File: src/verilog/ppi_pkg.sv
package ppi_pkg;

    ////////////////////////////////////////////////////////////////////////////
    // bus widths

    localparam int AW = 32;
    localparam int DW = 32;
    localparam int MW = DW / 8;

    ////////////////////////////////////////////////////////////////////////////
    // ports

    localparam int TGT_NUM   = 4;
    localparam int PORT_NUM  = TGT_NUM + 1;

    // target order on every per-target vector
    localparam int TGT_GPIOA = 0;
    localparam int TGT_UART  = 1;
    localparam int TGT_TIMER = 2;
    localparam int TGT_GPU   = 3;
    localparam int MISS_PORT = TGT_NUM;

    ////////////////////////////////////////////////////////////////////////////
    // address map, compared on 4 KiB pages

    localparam int PAGE_LSB     = 12;
    localparam int PAGE_W       = AW - PAGE_LSB;
    localparam int GPU_WIN1_LSB = 16;
    localparam int GPU_WIN1_W   = AW - GPU_WIN1_LSB;

    localparam logic [PAGE_W-1:0] GPIOA_PAGE    = 20'h10012;
    localparam logic [PAGE_W-1:0] UART_PAGE_LO  = 20'h10013;
    localparam logic [PAGE_W-1:0] UART_PAGE_HI  = 20'h10014;
    localparam logic [PAGE_W-1:0] TIMER_PAGE_LO = 20'h10015;
    localparam logic [PAGE_W-1:0] TIMER_PAGE_HI = 20'h10016;

    // gpu owns a 64 KiB window plus one extra page
    localparam logic [GPU_WIN1_W-1:0] GPU_WIN1 = 16'h1003;
    localparam logic [PAGE_W-1:0]     GPU_WIN2 = 20'h10020;

    ////////////////////////////////////////////////////////////////////////////
    // payloads

    // one bit per port, miss port on top
    typedef logic [PORT_NUM-1:0] port_sel_t;

    typedef struct packed {
        logic [AW-1:0] addr;
        logic          read;
        logic [DW-1:0] wdata;
        logic [MW-1:0] wmask;
        logic [1:0]    size;
    } icb_cmd_t;

    typedef struct packed {
        logic          err;
        logic [DW-1:0] rdata;
    } icb_rsp_t;

endpackage

File: src/verilog/ppi_cmd_buffer.sv
`timescale 1ns/1ps

module ppi_cmd_buffer import ppi_pkg::*; #(
    parameter int BUF_DP = 2
) (
    input  logic     deft_icb_cmd_valid,
    input  logic     i_arst_n,

    // upstream
    input  logic     i_valid,
    output logic     o_ready,
    input  icb_cmd_t i_cmd,

    // downstream
    output logic     o_valid,
    input  logic     i_ready,
    output icb_cmd_t o_cmd
);

    generate
        if (BUF_DP == 0) begin : g_bypass

            assign o_valid = i_valid;
            assign o_ready = i_ready;
            assign o_cmd   = i_cmd;

        end else begin : g_pingpong

            icb_cmd_t   slot_q [2];
            logic [1:0] busy_q;
            logic       wptr_q;
            logic       rptr_q;
            logic       wr_en;
            logic       rd_en;

            // ready only looks at local occupancy
            assign o_ready = ~&busy_q;
            assign o_valid = busy_q[rptr_q];
            assign o_cmd   = slot_q[rptr_q];

            assign wr_en = i_valid & o_ready;
            assign rd_en = o_valid & i_ready;

            always_ff @(posedge deft_icb_cmd_valid or negedge i_arst_n) begin
                if (!i_arst_n) begin
                    busy_q <= '0;
                    wptr_q <= 1'b0;
                    rptr_q <= 1'b0;
                end else begin
                    if (wr_en) begin
                        busy_q[wptr_q] <= 1'b1;
                        wptr_q         <= ~wptr_q;
                    end
                    if (rd_en) begin
                        busy_q[rptr_q] <= 1'b0;
                        rptr_q         <= ~rptr_q;
                    end
                end
            end

            always_ff @(posedge deft_icb_cmd_valid) begin
                if (wr_en) begin
                    slot_q[wptr_q] <= i_cmd;
                end
            end

            // the write pointer never lands on a slot still waiting to drain
            a_no_overwrite: assert property (
                @(posedge deft_icb_cmd_valid) disable iff (!i_arst_n)
                wr_en |-> !busy_q[wptr_q]
            );

        end
    endgenerate

endmodule

File: src/verilog/ppi_addr_decode.sv
`timescale 1ns/1ps

module ppi_addr_decode import ppi_pkg::*; (
    input  logic [AW-1:0]      i_addr,
    input  logic [TGT_NUM-1:0] i_tgt_en,
    output port_sel_t          o_sel
);

    logic [PAGE_W-1:0]     page;
    logic [GPU_WIN1_W-1:0] win;
    logic [TGT_NUM-1:0]    hit;
    logic [TGT_NUM-1:0]    hit_en;

    assign page = i_addr[AW-1:PAGE_LSB];
    assign win  = i_addr[AW-1:GPU_WIN1_LSB];

    ////////////////////////////////////////////////////////////////////////////
    // region match

    assign hit[TGT_GPIOA] = (page == GPIOA_PAGE);

    assign hit[TGT_UART]  = (page >= UART_PAGE_LO) && (page <= UART_PAGE_HI);

    assign hit[TGT_TIMER] = (page >= TIMER_PAGE_LO) && (page <= TIMER_PAGE_HI);

    assign hit[TGT_GPU]   = (win == GPU_WIN1) || (page == GPU_WIN2);

    ////////////////////////////////////////////////////////////////////////////
    // enable mask and miss

    // regions are disjoint, so at most one hit survives
    assign hit_en = hit & i_tgt_en;

    assign o_sel = {~|hit_en, hit_en};

endmodule

File: src/verilog/ppi_icb_splitter.sv
`timescale 1ns/1ps

module ppi_icb_splitter import ppi_pkg::*; #(
    parameter int OUTS_NUM = 2
) (
    input  logic               deft_icb_cmd_valid,
    input  logic               i_arst_n,

    // command from the buffer
    input  logic               i_cmd_valid,
    output logic               o_cmd_ready,
    input  icb_cmd_t           i_cmd,
    input  port_sel_t          i_sel,

    // target side
    output logic [TGT_NUM-1:0] o_tgt_cmd_valid,
    input  logic [TGT_NUM-1:0] i_tgt_cmd_ready,
    output icb_cmd_t           o_tgt_cmd,
    input  logic [TGT_NUM-1:0] i_tgt_rsp_valid,
    output logic [TGT_NUM-1:0] o_tgt_rsp_ready,
    input  icb_rsp_t           i_tgt_rsp [TGT_NUM],

    // response to the initiator
    output logic               o_rsp_valid,
    input  logic               i_rsp_ready,
    output icb_rsp_t           o_rsp
);

    localparam int PTR_W = (OUTS_NUM > 1) ? $clog2(OUTS_NUM) : 1;
    localparam int CNT_W = $clog2(OUTS_NUM + 1);

    port_sel_t        ord_q [OUTS_NUM];
    logic [PTR_W-1:0] wptr_q;
    logic [PTR_W-1:0] rptr_q;
    logic [CNT_W-1:0] cnt_q;
    logic             fifo_full;
    logic             fifo_empty;
    logic             push;
    logic             pop;
    port_sel_t        head;
    port_sel_t        port_rdy;
    port_sel_t        port_vld;
    port_sel_t        rsp_vld;
    logic             miss_cmd_valid;
    logic             miss_rsp_valid;
    icb_rsp_t         rsp_mux;

    assign fifo_full  = (cnt_q == CNT_W'(OUTS_NUM));
    assign fifo_empty = (cnt_q == '0);
    assign head       = ord_q[rptr_q];

    ////////////////////////////////////////////////////////////////////////////
    // command steering

    assign port_rdy = {1'b1, i_tgt_cmd_ready};

    assign o_tgt_cmd_valid = i_sel[TGT_NUM-1:0] & {TGT_NUM{i_cmd_valid & ~fifo_full}};
    assign miss_cmd_valid  = i_sel[MISS_PORT] & i_cmd_valid & ~fifo_full;
    assign o_tgt_cmd       = i_cmd;

    assign port_vld    = {miss_cmd_valid, o_tgt_cmd_valid};
    assign o_cmd_ready = ~fifo_full & |(i_sel & port_rdy);
    assign push        = |(port_vld & port_rdy);

    ////////////////////////////////////////////////////////////////////////////
    // order fifo

    always_ff @(posedge deft_icb_cmd_valid or negedge i_arst_n) begin
        if (!i_arst_n) begin
            wptr_q <= '0;
            rptr_q <= '0;
            cnt_q  <= '0;
        end else begin
            if (push) begin
                wptr_q <= (wptr_q == PTR_W'(OUTS_NUM - 1)) ? '0 : wptr_q + 1'b1;
            end
            if (pop) begin
                rptr_q <= (rptr_q == PTR_W'(OUTS_NUM - 1)) ? '0 : rptr_q + 1'b1;
            end
            cnt_q <= cnt_q + CNT_W'(push) - CNT_W'(pop);
        end
    end

    always_ff @(posedge deft_icb_cmd_valid) begin
        if (push) begin
            ord_q[wptr_q] <= i_sel;
        end
    end

    ////////////////////////////////////////////////////////////////////////////
    // response return from the head port only

    // miss responder answers as soon as its entry reaches the head
    assign miss_rsp_valid = ~fifo_empty & head[MISS_PORT];

    assign rsp_vld = {miss_rsp_valid, i_tgt_rsp_valid};

    assign o_rsp_valid     = ~fifo_empty & |(head & rsp_vld);
    assign o_tgt_rsp_ready = head[TGT_NUM-1:0] & {TGT_NUM{~fifo_empty & i_rsp_ready}};
    assign pop             = o_rsp_valid & i_rsp_ready;

    always_comb begin
        rsp_mux = '0;
        for (int i = 0; i < TGT_NUM; i++) begin
            if (head[i]) begin
                rsp_mux = i_tgt_rsp[i];
            end
        end
        if (head[MISS_PORT]) begin
            rsp_mux = '{err: 1'b1, rdata: '0};
        end
    end

    assign o_rsp = rsp_mux;

    // decoder output must pick exactly one port
    a_sel_onehot: assert property (
        @(posedge deft_icb_cmd_valid) disable iff (!i_arst_n)
        i_cmd_valid |-> $onehot(i_sel)
    );

    // pointers alone must show an entry to pop
    a_no_pop_empty: assert property (
        @(posedge deft_icb_cmd_valid) disable iff (!i_arst_n)
        pop |-> (wptr_q != rptr_q) || fifo_full
    );

endmodule

File: src/verilog/ppi_bridge.sv
`timescale 1ns/1ps

module ppi_bridge import ppi_pkg::*; #(
    parameter int BUF_DP   = 2,
    parameter int OUTS_NUM = 2
) (
    input  logic               deft_icb_cmd_valid,
    input  logic               i_arst_n,

    // initiator port
    input  logic               i_cmd_valid,
    output logic               o_cmd_ready,
    input  icb_cmd_t           i_cmd,
    output logic               o_rsp_valid,
    input  logic               i_rsp_ready,
    output icb_rsp_t           o_rsp,

    // target ports
    input  logic [TGT_NUM-1:0] i_tgt_en,
    output logic [TGT_NUM-1:0] o_tgt_cmd_valid,
    input  logic [TGT_NUM-1:0] i_tgt_cmd_ready,
    output icb_cmd_t           o_tgt_cmd,
    input  logic [TGT_NUM-1:0] i_tgt_rsp_valid,
    output logic [TGT_NUM-1:0] o_tgt_rsp_ready,
    input  icb_rsp_t           i_tgt_rsp [TGT_NUM]
);

    logic      buf_cmd_valid;
    logic      buf_cmd_ready;
    icb_cmd_t  buf_cmd;
    port_sel_t port_sel;

    ppi_cmd_buffer #(
        .BUF_DP (BUF_DP)
    ) u_cmd_buffer (
        .deft_icb_cmd_valid (deft_icb_cmd_valid),
        .i_arst_n           (i_arst_n),
        .i_valid            (i_cmd_valid),
        .o_ready            (o_cmd_ready),
        .i_cmd              (i_cmd),
        .o_valid            (buf_cmd_valid),
        .i_ready            (buf_cmd_ready),
        .o_cmd              (buf_cmd)
    );

    ppi_addr_decode u_addr_decode (
        .i_addr   (buf_cmd.addr),
        .i_tgt_en (i_tgt_en),
        .o_sel    (port_sel)
    );

    ppi_icb_splitter #(
        .OUTS_NUM (OUTS_NUM)
    ) u_splitter (
        .deft_icb_cmd_valid (deft_icb_cmd_valid),
        .i_arst_n           (i_arst_n),
        .i_cmd_valid        (buf_cmd_valid),
        .o_cmd_ready        (buf_cmd_ready),
        .i_cmd              (buf_cmd),
        .i_sel              (port_sel),
        .o_tgt_cmd_valid    (o_tgt_cmd_valid),
        .i_tgt_cmd_ready    (i_tgt_cmd_ready),
        .o_tgt_cmd          (o_tgt_cmd),
        .i_tgt_rsp_valid    (i_tgt_rsp_valid),
        .o_tgt_rsp_ready    (o_tgt_rsp_ready),
        .i_tgt_rsp          (i_tgt_rsp),
        .o_rsp_valid        (o_rsp_valid),
        .i_rsp_ready        (i_rsp_ready),
        .o_rsp              (o_rsp)
    );

endmodule

File: config.mk
export PLATFORM = sky130hd
export DESIGN_NAME = ppi_bridge
export DESIGN_NICKNAME = d
export VERILOG_FILES = /design/src/verilog/ppi_pkg.sv /design/src/verilog/ppi_cmd_buffer.sv /design/src/verilog/ppi_addr_decode.sv /design/src/verilog/ppi_icb_splitter.sv /design/src/verilog/ppi_bridge.sv
export SDC_FILE = /design/constraint.sdc
export NUM_CORES = 1
export LEC_CHECK = 0
export BUFFER_PORTS_ARGS = -buffer_cell sky130_fd_sc_hd__buf_4
export CAP_MARGIN = 5
export CORE_MARGIN = 4
export CORE_UTILIZATION = 51
export DETAILED_ROUTE_END_ITERATION = 10
export HOLD_SLACK_MARGIN = 0.15
export MAX_ROUTING_LAYER = met4
export PLACE_DENSITY = 0.95
export SYNTH_ARGS = -nofsm -noshare
export SYNTH_HDL_FRONTEND = slang
export SYNTH_SLANG_ARGS = --single-unit
File: constraint.sdc
create_clock -name deft_icb_cmd_valid -period 10.05 [get_ports deft_icb_cmd_valid]
set_clock_uncertainty 0.05 [all_clocks]
set_input_delay 0 -clock deft_icb_cmd_valid [delete_from_list [all_inputs] [get_ports deft_icb_cmd_valid]]
set_output_delay 0 -clock deft_icb_cmd_valid [all_outputs]
set_load 0.1 [all_outputs]
After elaboration in Yosys (flattened, before gate mapping)
Memories as Yosys holds them, arrays and structs flattened.
Cells that the tools add are included.
Widths: inputs -> output; s select.
{"block": "totals", "output_inout_bits": 114, "mem_bits_rw": 152, "wordCells": 79, "register_bits": 8, "mem_count": 2, "input_bits": 219}
{"name": "u_cmd_buffer.g_pingpong.slot_q", "depth": 2, "width": 71, "read_ports": 1, "rd_clocked_by_memory_dff": 0, "wr": 1, "line_no": "ppi_cmd_buffer.sv:29", "source": "icb_cmd_t slot_q [2];"}
{"name": "u_splitter.ord_q", "depth": 2, "width": 5, "read_ports": 1, "rd_clocked_by_memory_dff": 0, "wr": 1, "line_no": "ppi_icb_splitter.sv:32", "source": "port_sel_t ord_q [OUTS_NUM];"}
{"block": "classes", "addsub": 4, "eq_ne": 4, "magnitude_cmp": 8, "bitwise_logic": 23, "reduce_logical": 13, "muxes": 19}
{"cell": "$mux 33", "count": 5}
{"cell": "$eq 20x17->1 const B", "count": 2}
{"cell": "$ge 20x17->1 const B", "count": 2}
{"cell": "$le 20x17->1 const B", "count": 2}
{"cell": "$eq 16x13->1 const B", "count": 1}
{"cell": "$and 5x5->5", "count": 3}
{"cell": "$reduce_or 5->1", "count": 3}
{"cell": "$and 4x4->4", "count": 3}
{"cell": "$and 1x1->1", "count": 10}
{"cell": "$mux 1", "count": 10}
{"cell": "$logic_and 1x1->1", "count": 4}
{"cell": "$lt 1x2->1 const B", "count": 2}
{"cell": "$mux 2", "count": 2}
{"cell": "$not 1->1", "count": 4}
{"cell": "$reduce_or 4->1", "count": 1}
{"cell": "$add 1x1->1 const B", "count": 2}
{"cell": "$add 2x1->2", "count": 1}
{"cell": "$and 2x2->2", "count": 1}
{"cell": "$demux 1 s1", "count": 2}
{"cell": "$eq 2x2->1 const B", "count": 1}
{"cell": "$ge 1x1->1 const B", "count": 2}
{"cell": "$logic_not 1->1", "count": 2}
{"cell": "$logic_not 2->1", "count": 1}
{"cell": "$not 2->2", "count": 1}
{"cell": "other kinds (4)", "count": 4}

Logic depth before layout (Yosys ltp)
An unclocked memory read counts as a cell.
{"block": "logic_depth", "word_depth": 12, "depth_mapped": 9, "depth_no_buf": 8}

By module
Synthesis repeated with hierarchy kept, for this count alone.
{"block": "unflattened", "hier_cells": 670, "hier_area_um2": 8474.4}
{"mod": "ppi_cmd_buffer", "area_per_inst_um2": 5504.0, "seq_area_each_um2": 4364.2, "cells_per_inst": 239, "n_inst": 1}
{"mod": "ppi_icb_splitter", "area_per_inst_um2": 2731.4, "seq_area_each_um2": 400.4, "cells_per_inst": 403, "n_inst": 1}
{"mod": "ppi_addr_decode", "area_per_inst_um2": 239.0, "seq_area_each_um2": 0.0, "cells_per_inst": 28, "n_inst": 1}

Worst setup path after synthesis
OpenSTA, ideal clock, no wires.
{"block": "synth_path", "path_kind": "flip-flop to flip-flop", "startpoint": "register u_cmd_buffer.g_pingpong.busy_q[0]", "endpoint": "memory u_cmd_buffer.g_pingpong.slot_q[0][0] (netlist name), enable pin", "synth_period_minus_slack_ps": 4837, "arrival_ps": 4284, "setup_slack_ps": 5213, "n_path_buf": 0, "stages_incl_launch_ff": 4, "setup_time_ps": 502, "required_time_ps": 9498, "cell_sequence": "dfrtp_1 nand2_1 nand2_1 nor2_1"}
{"block": "synth_via", "elab_chain_len": 5}
{"item": "start, declared", "line_no": "ppi_cmd_buffer.sv:30", "source": "logic [1:0] busy_q;"}
{"item": "start signal, assigned", "line_no": "ppi_cmd_buffer.sv:46", "source": "busy_q <= '0;"}
{"item": "start signal, assigned by index", "line_no": "ppi_cmd_buffer.sv:51", "source": "busy_q[wptr_q] <= 1'b1;"}
{"item": "start signal, assigned by index", "line_no": "ppi_cmd_buffer.sv:55", "source": "busy_q[rptr_q] <= 1'b0;"}
{"item": "$reduce_and 2->1", "line_no": "ppi_cmd_buffer.sv:37", "source": "assign o_ready = ~&busy_q;"}
{"item": "$logic_not 1->1", "line_no": "ppi_cmd_buffer.sv:37"}
{"item": "via o_cmd_ready", "line_no": "ppi_bridge.sv:12", "source": "output logic o_cmd_ready,"}
{"item": "$and 1x1->1", "line_no": "ppi_cmd_buffer.sv:41", "source": "assign wr_en = i_valid & o_ready;"}
{"item": "$mux 1", "line_no": "ppi_cmd_buffer.sv:62", "source": "if (wr_en) begin"}
{"item": "$mux 1 (implied by the code)", "line_no": "ppi_cmd_buffer.sv:63", "source": "slot_q[wptr_q] <= i_cmd;"}
{"item": "end, declared", "line_no": "ppi_cmd_buffer.sv:29"}
The timed path passes the listed nets, and every way through them passes these cells.

Worst setup path after layout
{"block": "layout_path", "startpoint": "register u_splitter.rptr_q", "endpoint": "register u_splitter.rptr_q"}
{"block": "layout_via", "elab_chain_len": 6, "word_cells_on_any_way": 8, "classes_between": "1 x add/sub; 1 x mux; 4 x bitwise; 1 x reduce/logical; 1 x memory"}
{"item": "start, declared", "line_no": "ppi_icb_splitter.sv:34", "source": "logic [PTR_W-1:0] rptr_q;"}
{"item": "start signal, assigned", "line_no": "ppi_icb_splitter.sv:78", "source": "rptr_q <= (rptr_q == PTR_W'(OUTS_NUM - 1)) ? '0 : rptr_q + 1'b1;"}
{"item": "$mem_v2 2x5 (*)"}
{"item": "$and 1x1->1", "line_no": "ppi_icb_splitter.sv:94", "source": "assign miss_rsp_valid = ~fifo_empty & head[MISS_PORT];"}
{"item": "$and 5x5->5 (*)", "line_no": "ppi_icb_splitter.sv:98", "source": "assign o_rsp_valid = ~fifo_empty & |(head & rsp_vld);"}
{"item": "$reduce_or 5->1 (*)", "line_no": "ppi_icb_splitter.sv:98"}
{"item": "$and 1x1->1 (*)", "line_no": "ppi_icb_splitter.sv:98"}
{"item": "$and 1x1->1 (*)", "line_no": "ppi_icb_splitter.sv:100", "source": "assign pop = o_rsp_valid & i_rsp_ready;"}
{"item": "via u_splitter.pop", "line_no": "ppi_icb_splitter.sv:39", "source": "logic pop;"}
The timed path passes the listed nets; every way through them passes the cells marked *.
A chain may end at the register's enable or synchronous reset.

==> results.toml <==
[status]
status = "complete, no violations"

[sta]
fmax_ghz = 0.248
hold_violations = 0
tns_ns = 0
finalMaxSlewViolations = 0
tightest_slew_ns = 1.02
finalSetupViolCount = 0
relSlewSlack_pct = 32.1
rsz0062_at_grt = "no"
fin_crit_sh_pct = 40.2
post-route-min-period_ns = 4.04

[global_routing]
grt_usage_pct = 34.3
grt_pass1_wl_mm = 40.7
grt_max_degree = 73
grt_util_met2_pct = 61.3
overflow = 0
gr-usage-met1_pct = 36.5
gr-max-usage-layer = "met2"
grt_pass1_vias = 6803
antenna_found_initial = 0
grt_util_met3_pct = 7.60

[critical_path]
startpoint = "u_splitter.rptr_q"
crit_end = "u_splitter.rptr_q"
required_ns = 10.29
cp_max_fo = 67
reg2reg_to = "u_splitter.rptr_q"
rrSetupSlack_ns = 6.01
criticalPathCategory = "register to register"
arrival_ns = 4.28
startpoint_type = "register"
r2r-start = "u_splitter.rptr_q"
endpoint_kind = "register"
r2r_cells = 9

[synth]
synth_area_leaders = "edfxtp_1 (61%), mux2_2 (11%), nor2_1 (4.4%)"
syn_nets = 762
synth_top_area_share_pct = 61.4
yosysTopAreaCell = "edfxtp_1"
ys_async_sr_fraction_pct = 5.00
synth_cell_types = 59
synth_area_per_cell_um2 = 13.7
ys.flop_type = "edfxtp_1"
yosys_warnings = 0
ys_seq_area_share_pct = 64.1
synth_edf_count = 152
netlist_area_um2 = 7430
synthCells = 542
synth_seq_cells = 160

[power]
max-vdd-ir-drop_uv = 461
power_switching_share_pct = 52.0
power.leakage_uw = 0.00466
pwr-share-seq_pct = 26.3
p_sw_uw = 2080
power.internal_uw = 1920
clkPwrFrac_pct = 17.1
power_density_nw_per_um2 = 348
comb_power_share_pct = 56.6

[clocking]
insertion_delay_ns = 0.42
hold_buffers = 80
ctsResizeCount = 0
postCtsSetupBuffers = 0
clock-root-buffer = "clkbuf_16"
cts_buffer_depth = 2
cts_tree = "done"
path_clk_slew_ns = 0.07
cts_max_level = 4
cts_made_buffers = 17
cts.sinks = 160

[hold_path]
hp-class = "input port to register"

[layout]
stdcell_count = 1138
syn_to_final_growth_pct = 54.7
multi_input_area_um2 = 2520
drive_gt1_share_pct = 47.7
post-route-util_pct = 81.5
area.sequential_um2 = 4770
fin_nets = 1165
fillers = 719
insertedDiodeCount = 0

[drt]
drc_errors = 0
routed_via_density = 5.91
num_vias = 6722
first_pass_iters = 6
drt-total-wl_mm = 28.6
ant_nets = 0
drtIter0Drc = 622
wl_per_cell_um = 25.1

[flow_run]
cap_viol_max_count = 0

[place]
gp_congestion = 0.965
numPortBuffers = 332
dpl.hpwl_mm = 16.5
dp_cells = 1026

[floorplan]
die_y_um = 129
pin_count = 333
die_area_um2 = 16600
fp.dieW_um = 129
rows = 43
core_um2 = 14100
start_util_pct = 52.7
-- layout by cell type, fill, tap and decap left out, drive strengths merged, types with 2 or more instances in the layout --
| master | n |
|---|---|
| buf | 337 |
| edfxtp | 152 |
| nor2 | 88 |
| dlygate4sd3 | 80 |
| mux2 | 71 |
| a211oi | 34 |
| a21oi | 34 |
| a22oi | 33 |
| clkbuf | 18 |
| inv | 18 |
| dfrtp | 8 |
| nor3 | 6 |
| nand2 | 6 |
| mux2i | 6 |
| o21ai | 6 |
| xnor2 | 4 |
| xor2 | 3 |
| o22a | 3 |
| bufinv | 3 |
| nand4 | 3 |
| o211ai | 3 |
| nor4 | 3 |
| and3 | 3 |
| clkinv | 3 |
| nor3b | 2 |
| a221o | 2 |
| o21a | 2 |
| a211o | 2 |
| clkinvlp | 2 |
| o22ai | 2 |
| nor4b | 2 |
-- kinds of logic after synthesis --
group                      count (synthesis)  share of synthesized area [%]
DFF                                      160                           64.1
muxes                                     77                           11.6
buffers and inverters                     45                           2.39
AOI/OAI and AO/OA                        132                           13.3
xor gates and xnor gates                   7                          0.825
adders and majority gates                  1                          0.168
and+or+nand+nor                          120                           7.61
-- cell type report --
cell class,count,share of cell area [%]
clock inverter,14,1.55
timing repair buffer,417,29.0
clock buffer,18,3.73
multi-input combinational,337,21.9
sequential,160,41.5
inverter,12,0.392
tap,180,1.96
-- critical path: stages (launching register included) --
cell and delay, ns:
dfrtp_1 0.55, mux2_2 0.38, buf_4 0.31, a22o_1 0.30, dlygate4sd3_1 0.56, nor3_1 0.29
dlygate4sd3_1 0.61, nor2_1 0.08, dlygate4sd3_1 0.61, xor2_1 0.15
-- power groups by stage --
stage                     Clock [µW]  Sequential [µW]  Combinational (µW)
after floorplan                    0              992                1760
after global placement             0             1030                2150
after detailed placement           0             1040                2170
after CTS                        659             1030                2210
after global routing             715             1060                2350
final                            685             1050                2260
-- through the flow --
stage / cell area, µm² / power [µW] / hold WS [ns] / setup WS, ns
after CTS: 11500 / 3900 / 0.152 / 6.14
after global placement: 10100 / 3180 / -0.228 / 6.45
after detailed placement: 10100 / 3210 / -0.228 / 6.38
after global routing: 11500 / 4120 / 0.161 / 5.82
final: 11500 / 4000 / 0.166 / 6.01
after floorplan: 7430 / 2750 / -0.346 / 5.21
-- synthesized netlist by cell type (2+ instances only) --
cell      number
o21ai_0        2
mux2_2        70
buf_1          9
dfrtp_1        8
o211ai_1       2
o21a_1         2
inv_1         12
a211oi_1      34
and3_1         2
clkbuf_1      22
xnor2_1        4
nor3_1         6
xor2_1         3
a211o_1        2
edfxtp_1     152
nor2_1        88
a221o_1        2
o21ai_1        3
nand4_1        2
o22a_1         3
mux2i_1        6
a22oi_1       33
nand2_1        6
a21oi_1       33
nor3b_1        2
-- registers in the layout, indices dropped and copies added, names as in the netlist --
name / flops
u_splitter.wptr_q: 1
u_splitter.cnt_q: 2
u_splitter.rptr_q: 1
u_cmd_buffer.g_pingpong.wptr_q: 1
u_cmd_buffer.g_pingpong.slot_q: 142
u_splitter.ord_q: 10
u_cmd_buffer.g_pingpong.rptr_q: 1
u_cmd_buffer.g_pingpong.busy_q: 2
-- how the worst min path moves through the flow --
stage	from	end	slack (ns)	depth (start not counted)
6_report	i_tgt_en[0]	u_splitter.ord_q[0][0]	0.17	3
5_1_grt	i_tgt_en[0]	u_splitter.ord_q[0][0]	0.16	3
4_1_cts	i_tgt_en[0]	u_splitter.ord_q[0][0]	0.15	3
3_5_place_dp	i_arst_n	u_splitter.cnt_q[0]	-0.23	1
3_3_place_gp	i_arst_n	u_cmd_buffer.g_pingpong.wptr_q	-0.23	1
2_1_floorplan	i_arst_n	u_cmd_buffer.g_pingpong.busy_q[0]	-0.35	0
-- per-layer routing --
layer / wire length [µm] / share of wire [%]
met2: 15200 / 53
met1: 9310 / 33
met5: 0 / 0
met4: 1210 / 4.2
met3: 2910 / 10
Power figures use the tool's default switching activity.
